$ cat src/hdl/epl_shim_settings.svh
`ifndef EPL_SHIM_SETTINGS_SVH
`define EPL_SHIM_SETTINGS_SVH

// ----------------------------------------------------------
// Port group shape
// ----------------------------------------------------------

// Logical ports sharing one TX channel
`define EPL_NUM_PORTS 4

// Width of the port configuration code from the CSR
`define EPL_CFG_W 4

// ----------------------------------------------------------
// Channel data path
// ----------------------------------------------------------

`define EPL_FLITS   8   // Flits per clock
`define EPL_FLIT_W  72  // 64 data bits plus 8 ECC bits
`define EPL_META_W  24  // Per-cycle metadata, SOP/EOP inside
`define EPL_ECC_W   8   // ECC over data_valid and metadata

`endif

$ cat src/hdl/epl_shim_pkg.sv
`include "epl_shim_settings.svh"

package epl_shim_pkg;

  // ----------------------------------------------------------
  // Scalar types
  // ----------------------------------------------------------

  typedef logic [$clog2(`EPL_NUM_PORTS)-1:0] port_num_t;  // Logical port
  typedef logic [`EPL_CFG_W-1:0]             port_cfg_t;  // CSR config code
  typedef logic [`EPL_FLITS-1:0]             flit_mask_t; // One bit per flit
  typedef logic [`EPL_FLIT_W-1:0]            flit_t;      // Data with ECC byte
  typedef logic [`EPL_META_W-1:0]            metadata_t;
  typedef logic [`EPL_ECC_W-1:0]             meta_ecc_t;

  // Logical port numbers
  localparam port_num_t PORT0 = 2'd0;
  localparam port_num_t PORT1 = 2'd1;
  localparam port_num_t PORT2 = 2'd2;
  localparam port_num_t PORT3 = 2'd3;

  // Config codes, anything above 4 is reserved
  localparam port_cfg_t CFG_ONE_PORT  = 4'd0; // 0,0,0,0
  localparam port_cfg_t CFG_TWO_PORT  = 4'd1; // 0,2,0,2
  localparam port_cfg_t CFG_FOUR_PORT = 4'd2; // 0,1,2,3
  localparam port_cfg_t CFG_THREE_A   = 4'd3; // 0,2,1,2
  localparam port_cfg_t CFG_THREE_B   = 4'd4; // 0,2,0,3

  // TDM slot state
  typedef enum logic [1:0] {
    SLOT0 = 2'd0,
    SLOT1 = 2'd1,
    SLOT2 = 2'd2,
    SLOT3 = 2'd3
  } tdm_slot_e;

  // ----------------------------------------------------------
  // Bundles
  // ----------------------------------------------------------

  // One cycle of channel traffic, ECC passed through untouched
  typedef struct packed {
    flit_mask_t                data_valid; // Valid flits
    metadata_t                 metadata;   // Framing and TC, opaque here
    meta_ecc_t                 meta_ecc;   // Covers data_valid and metadata
    flit_t [`EPL_FLITS-1:0]    data;       // SOP always in flit 0
  } tx_bundle_t;

  // Port logic enable, aligned to the slot
  typedef struct packed {
    logic      enable;
    port_num_t port;
  } tx_grant_t;

endpackage : epl_shim_pkg

$ cat src/hdl/tdm_slot_sequencer.sv
`timescale 1ns/1ns

module tdm_slot_sequencer (
  input  logic                    clk,
  input  logic                    reset_n,
  input  epl_shim_pkg::port_cfg_t port_config,
  output epl_shim_pkg::port_num_t slot_port
);

  import epl_shim_pkg::*;

  port_cfg_t cfg_q;      // Registered config code
  tdm_slot_e state;
  tdm_slot_e state_nxt;
  logic      cycling;    // Multi-port pattern in use

  // ----------------------------------------------------------
  // Config register
  // ----------------------------------------------------------

  always_ff @(posedge clk) begin
    if (!reset_n) begin
      cfg_q <= CFG_ONE_PORT;
    end else begin
      cfg_q <= port_config; // New code active next cycle
    end
  end

  // Single port and reserved codes park in SLOT0
  assign cycling = (cfg_q == CFG_TWO_PORT)  || (cfg_q == CFG_FOUR_PORT) ||
                   (cfg_q == CFG_THREE_A)   || (cfg_q == CFG_THREE_B);

  // ----------------------------------------------------------
  // Slot FSM
  // ----------------------------------------------------------

  always_comb begin
    state_nxt = SLOT0;
    if (cycling) begin
      case (state)
        SLOT0:   state_nxt = SLOT1;
        SLOT1:   state_nxt = SLOT2;
        SLOT2:   state_nxt = SLOT3;
        default: state_nxt = SLOT0; // Wrap after SLOT3
      endcase
    end
  end

  always_ff @(posedge clk) begin
    if (!reset_n) begin
      state <= SLOT0;
    end else begin
      state <= state_nxt;
    end
  end

  // ----------------------------------------------------------
  // Slot owner decode
  // ----------------------------------------------------------

  always_comb begin
    slot_port = PORT0; // One port and reserved
    case (cfg_q)
      CFG_TWO_PORT: begin
        // Even slots port 0, odd slots port 2
        slot_port = (state == SLOT1 || state == SLOT3) ? PORT2 : PORT0;
      end
      CFG_FOUR_PORT: begin
        slot_port = port_num_t'(state); // Slot number is the port
      end
      CFG_THREE_A: begin
        case (state)
          SLOT0:   slot_port = PORT0;
          SLOT2:   slot_port = PORT1;
          default: slot_port = PORT2; // SLOT1 and SLOT3
        endcase
      end
      CFG_THREE_B: begin
        case (state)
          SLOT1:   slot_port = PORT2;
          SLOT3:   slot_port = PORT3;
          default: slot_port = PORT0; // Port 0 owns half the slots
        endcase
      end
      default: slot_port = PORT0;
    endcase
  end

endmodule : tdm_slot_sequencer

$ cat config.mk
export PLATFORM = sky130hd
export DESIGN_NAME = tdm_slot_sequencer
export DESIGN_NICKNAME = d
export VERILOG_FILES = /design/src/hdl/epl_shim_pkg.sv /design/src/hdl/tdm_slot_sequencer.sv
export VERILOG_INCLUDE_DIRS = /design/src /design/src/hdl
export SDC_FILE = /design/constraint.sdc
export NUM_CORES = 1
export LEC_CHECK = 0
export BUFFER_PORTS_ARGS = -buffer_cell sky130_fd_sc_hd__buf_4
export CORE_AREA = 2 2 39 41
export DETAILED_ROUTE_END_ITERATION = 10
export DIE_AREA = 0 0 41 43
export GPL_TIMING_DRIVEN = 0
export PLACE_DENSITY = 0.55
export RECOVER_POWER = 100
export SLEW_MARGIN = 10
export SYNTH_ARGS = -nofsm -noshare
export SYNTH_HDL_FRONTEND = slang
export SYNTH_SLANG_ARGS = --single-unit
$ cat constraint.sdc
create_clock -name clk -period 1.23 [get_ports clk]
set_input_delay 0.123 -clock clk [delete_from_list [all_inputs] [get_ports clk]]
set_output_delay 0.123 -clock clk [all_outputs]
set_load 0.05 [all_outputs]
# Yosys cells after proc, flatten, opt, wreduce, memory -nomap -nowiden
# Index checks and enable logic that the tools add are counted.
# word_totals
register_bits	6
word_cells	20
inputBits	6
# op_classes
eq_ne	7
mux	5
n_reduce_logical	6
# op_table
operator	n
$eq A4 B2 Y1 const B	2
$pmux W2 S2	2
$pmux W2 S4	1
$pmux W2 S3	1
$eq A2 B2 Y1 const B	2
$eq A4 B1 Y1 const B	1
$eq A4 B3 Y1 const B	1
$logic_or A1 B1 Y1	4
$eq A2 B1 Y1 const B	1
$logic_not A2 Y1	1
$mux W2	1
$reduce_and A2 Y1	1

# Longest topological paths before layout
# depth
word_depth	5
ltp_mapped	5
depth_no_buf	5

# Worst setup path after synthesis
# Ideal clock, no wire load.
# synth_path
kind	register -> output
startpoint	reg state[1]
endpoint	out slot_port[1]
path_buffers	0
setup_slack_ns	-0.724
path_stages_with_launch	4
required_time_ns	1.107
t_arrival_ns	1.831
cell_sequence	dfxtp_1 -> ha_1 -> o21ai_0 -> o32ai_1
# synth_via
elab_chain_cells	4
# synth_rtl
item	line	rtl
start, declared	tdm_slot_sequencer.sv:13	tdm_slot_e state;
start signal, assigned	tdm_slot_sequencer.sv:53	state <= state_nxt;
$eq A2 B1 Y1 or $eq A2 B2 Y1 (tied branches)	tdm_slot_sequencer.sv:66, tdm_slot_sequencer.sv:79	
$logic_or A1 B1 Y1	tdm_slot_sequencer.sv:66	slot_port = (state == SLOT1 || state == SLOT3) ? PORT2 : PORT0;
$mux W2	tdm_slot_sequencer.sv:66	
$pmux W2 S4 (*)	tdm_slot_sequencer.sv:63	case (cfg_q)
end, declared	tdm_slot_sequencer.sv:7	output epl_shim_pkg::port_num_t slot_port
# Every way passes the cells marked *; elsewhere a longest branch is shown, timed or not.

# Final worst setup path
# layout_path
startpoint	reg state[0]
endpoint	out slot_port[0]
# layout_via
elab_chain_cells	3
# layout_rtl
item	line	rtl
$eq A2 B2 Y1 (tied with other cells)	tdm_slot_sequencer.sv:79	case (state)
$pmux W2 S2, on equally long branches	tdm_slot_sequencer.sv:79, tdm_slot_sequencer.sv:72	
$pmux W2 S4 (*)	tdm_slot_sequencer.sv:63	
# Marks and branches as above.

==> impl_metrics.csv <==
group,metric,value,unit
synth,synth-seq-cells,6,
clock_tree,numCtsBuffers,3,
place,place_hpwl,424.9,µm
synth,ys_async_sr_fraction,0,%
routing,route.vias.total,270,
die,die_y,43,µm
final_layout,regArea,132.6,µm²
routing,drc,0,
power,power_frac_comb,21.1,%
synth,ys_seq_area_share,35.82,%
setup_path,crit_type,"reg -> out",
final_layout,finish.utilization,39.87,%
timing,slew_headroom,81.09,%
setup_path,path_delay_family,"flip-flops",
power,p_sw_share,25.66,%
die,num_rows,14,
final_layout,fin_nets,59,
setup_path,endpoint_kind,"output pin",
timing,worstMarginPinSlew,0.2797,ns
global_route,grt_pass1_vias,300,
synth,yosys.area.top_type,"dfxtp_1",
global_route,grt_pass1_wl,1.297,mm
timing,fin_skew,0.0006314,ns
die,die_area,1763,µm²
power,p_per_area,915.2,nW/µm²
power,seqPwrFrac,44.6,%
synth,synth.avg_cell_area,10.48,µm²
routing,drt-wirelength-per-cell,11.80,µm
timing,setup_ws,-0.2606,ns
timing,setup_viol,2,
timing,finalMaxSlewViolations,0,
setup_path,crit_path_start_kind,"flip-flop",
setup_path,crit_start,"state[0]$_SDFF_PN0_",
power,intPower,375.4,µW
timing,fin_crit_sh,121.2,%
synth,synth_edf_count,0,
setup_path,cpPeakStageDelay,0.35,ns
setup_path,ff2ff_setup_slack,0.04,ns
global_route,grt_antenna_before_repair,0,
power,power_switching,129.6,µW
clock_tree,clock_path_buffers,2,
synth,ys.flop_type,"dfxtp_1",
clock_tree,clk_latency,0.24,ns
setup_path,cp_data_required_time,1.11,ns
status,status,"finished, violations left",
synth,ys_top_cells_by_area,"dfxtp_1 (36%), ha_1 (22%), and2_1 (7.5%)",
clock_tree,clkTransAtPathRegs,0.04,ns
synth,synth_commonest_cells,"dfxtp_1 (6), ha_1 (6), and2_1 (4)",
global_route,grt_remaining_overflow,0,
synth,synth_top_area_share,35.82,%
final_layout,n_antenna_cell,0,
place,io_buffers,7,
routing,dr.pass1.iters,2,
setup_path,r2r-end,"state[0]$_SDFF_PN0_",
die,initial_core_util,24.23,%
global_route,track_usage,11.26,%
timing,hold_viol,0,
final_layout,multi_input_area,287.8,µm²
power,ir_worst_vdd,0.5638,mV
routing,antenna_left,0,
setup_path,ff2ff_path_depth,5,
synth,syn-instance-count,32,
synth,synth_cell_types,16,
final_layout,drive_above_1_share,71.11,%
setup_path,crit_path_top_delay_cell,"dfxtp_4",
clock_tree,htreeDepth,1,
place,gp_congestion,0.6088,
timing,max_freq,670.9,MHz
run,maxCapViolCount,0,
die,die_w,41,µm
hold_path,hold_start,"port_config[3]",
power,clockPowerShare,34.3,%
setup_path,endpoint,"slot_port[0]",
setup_path,crit_chain,"inv_4, ha_4, mux2_4, nand3b_1, a21oi_4, buf_6",
setup_path,cp.depth,6,
final_layout,syn_to_final_growth,64.55,%
die,core,1384,µm²
clock_tree,cts_tree,"done",
timing,grt_setup_unrepaired,"yes",
synth,syn_area,335.3,µm²
setup_path,r2r-start,"state[0]$_SDFF_PN0_",
routing,viasPerCell,4.426,
timing,post-route-min-period,1.491,ns
hold_path,hp-class,"in -> reg",
die,pin_count,8,
clock_tree,cts-root-buf,"clkbuf_4",
routing,drt_iter0_drc,3,
global_route,grt_max_degree,7,
synth,ys_warn_count,0,
routing,routed_wl,720,µm
final_layout,fill_cells,142,
setup_path,crit_fanout,3,
clock_tree,holdBufCountCts,0,
setup_path,timing.critical_path.buf_inv,2,
synth,syn-num-nets,44,
setup_path,critPathArrivalTime,1.37,ns
power,total_leakage_power,0.0002165,µW
power,finalPower,505.0,µW
status,violations,"negative setup slack",
clock_tree,clkSinkCount,6,
[layout make-up]
cell class | instances | area share (%)
sequential | 6 | 24.04
timing repair buffer | 10 | 14.29
tap | 16 | 3.628
inverter | 2 | 1.814
multi-input combinational | 24 | 52.15
clock buffer | 3 | 4.082
[placed cells by master (no fill, tap or decap), drive strengths merged]
cell / count
buf: 9
dfxtp: 6
ha: 6
and2: 4
clkbuf: 4
xor2: 2
inv: 2
nor2: 2
o21ai: 1
mux2i: 1
or3b: 1
o32ai: 1
nand3: 1
mux2: 1
nand3b: 1
a21oi: 1
nor4b: 1
and4bb: 1
[what timing repair did]
action | CTS | global route
pin swaps | 4 | 3
setup endpoints to repair | 2 | 3
resized for setup | 15 | 2
buffers inserted | 3 | 0
[power by group through the flow]
stage	Sequential, µW	Clock, µW	Combinational, µW
after CTS	224	182	104
after detailed placement	230	0	71.5
final	225	173	107
after global routing	228	202	118
after floorplan	226	0	49.5
after global placement	230	0	71.0
[state kept, by name, indices dropped and copies added (netlist names)]
signal  count
state       2
cfg_q       4
[stage by stage]
stage	std cells	hold WS [ns]	area (µm²)	setup slack [ns]	setup TNS [ns]
global route	61	0.09175	551.8	-0.3206	-0.7232
global placement	55	0.3307	449.2	-0.1435	-0.2457
CTS	61	0.08666	544.3	-0.2680	-0.5343
floorplan	32	0.2446	376.6	0.001578	0
detailed placement	55	0.3357	449.2	-0.1280	-0.2498
finish	61	0.09306	551.8	-0.2606	-0.5168
[logic make-up after synthesis]
group	Yosys count	synth area share, %
AOI/OAI and AO/OA	3	5.595
xor gates and xnor gates	2	5.225
adders and majority gates	6	22.39
buffers and inverters	2	2.240
DFF	6	35.82
muxes	2	6.343
and+or+nand+nor	11	22.39
[worst min-delay path by stage]
stage / to / cells past startpoint
2_1_floorplan: cfg_q[0]$_SDFF_PN0_ / 1
3_3_place_gp: cfg_q[3]$_SDFF_PN0_ / 2
3_5_place_dp: cfg_q[1]$_SDFF_PN0_ / 2
4_1_cts: cfg_q[1]$_SDFF_PN0_ / 2
5_1_grt: cfg_q[3]$_SDFF_PN0_ / 2
6_report: cfg_q[3]$_SDFF_PN0_ / 2
[worst register-to-register path, cell delays in order, from the launching register on]
cell	delay (ns)
dfxtp_4	0.34
inv_4	0.07
ha_2	0.19
nor2_4	0.05
buf_4	0.13
nor4b_1	0.30
[metal layers]
layer | GRT usage [%] | up-vias | wire length, µm
li1 | - | 136 | -
met1 | 11.29 | 129 | 265
met2 | 18.44 | 5 | 427
met3 | 4.712 | 0 | 28
met4 | 6.000 | 0 | 0
met5 | 0 | - | 0
No activity file was read; power rests on OpenSTA's default activity.
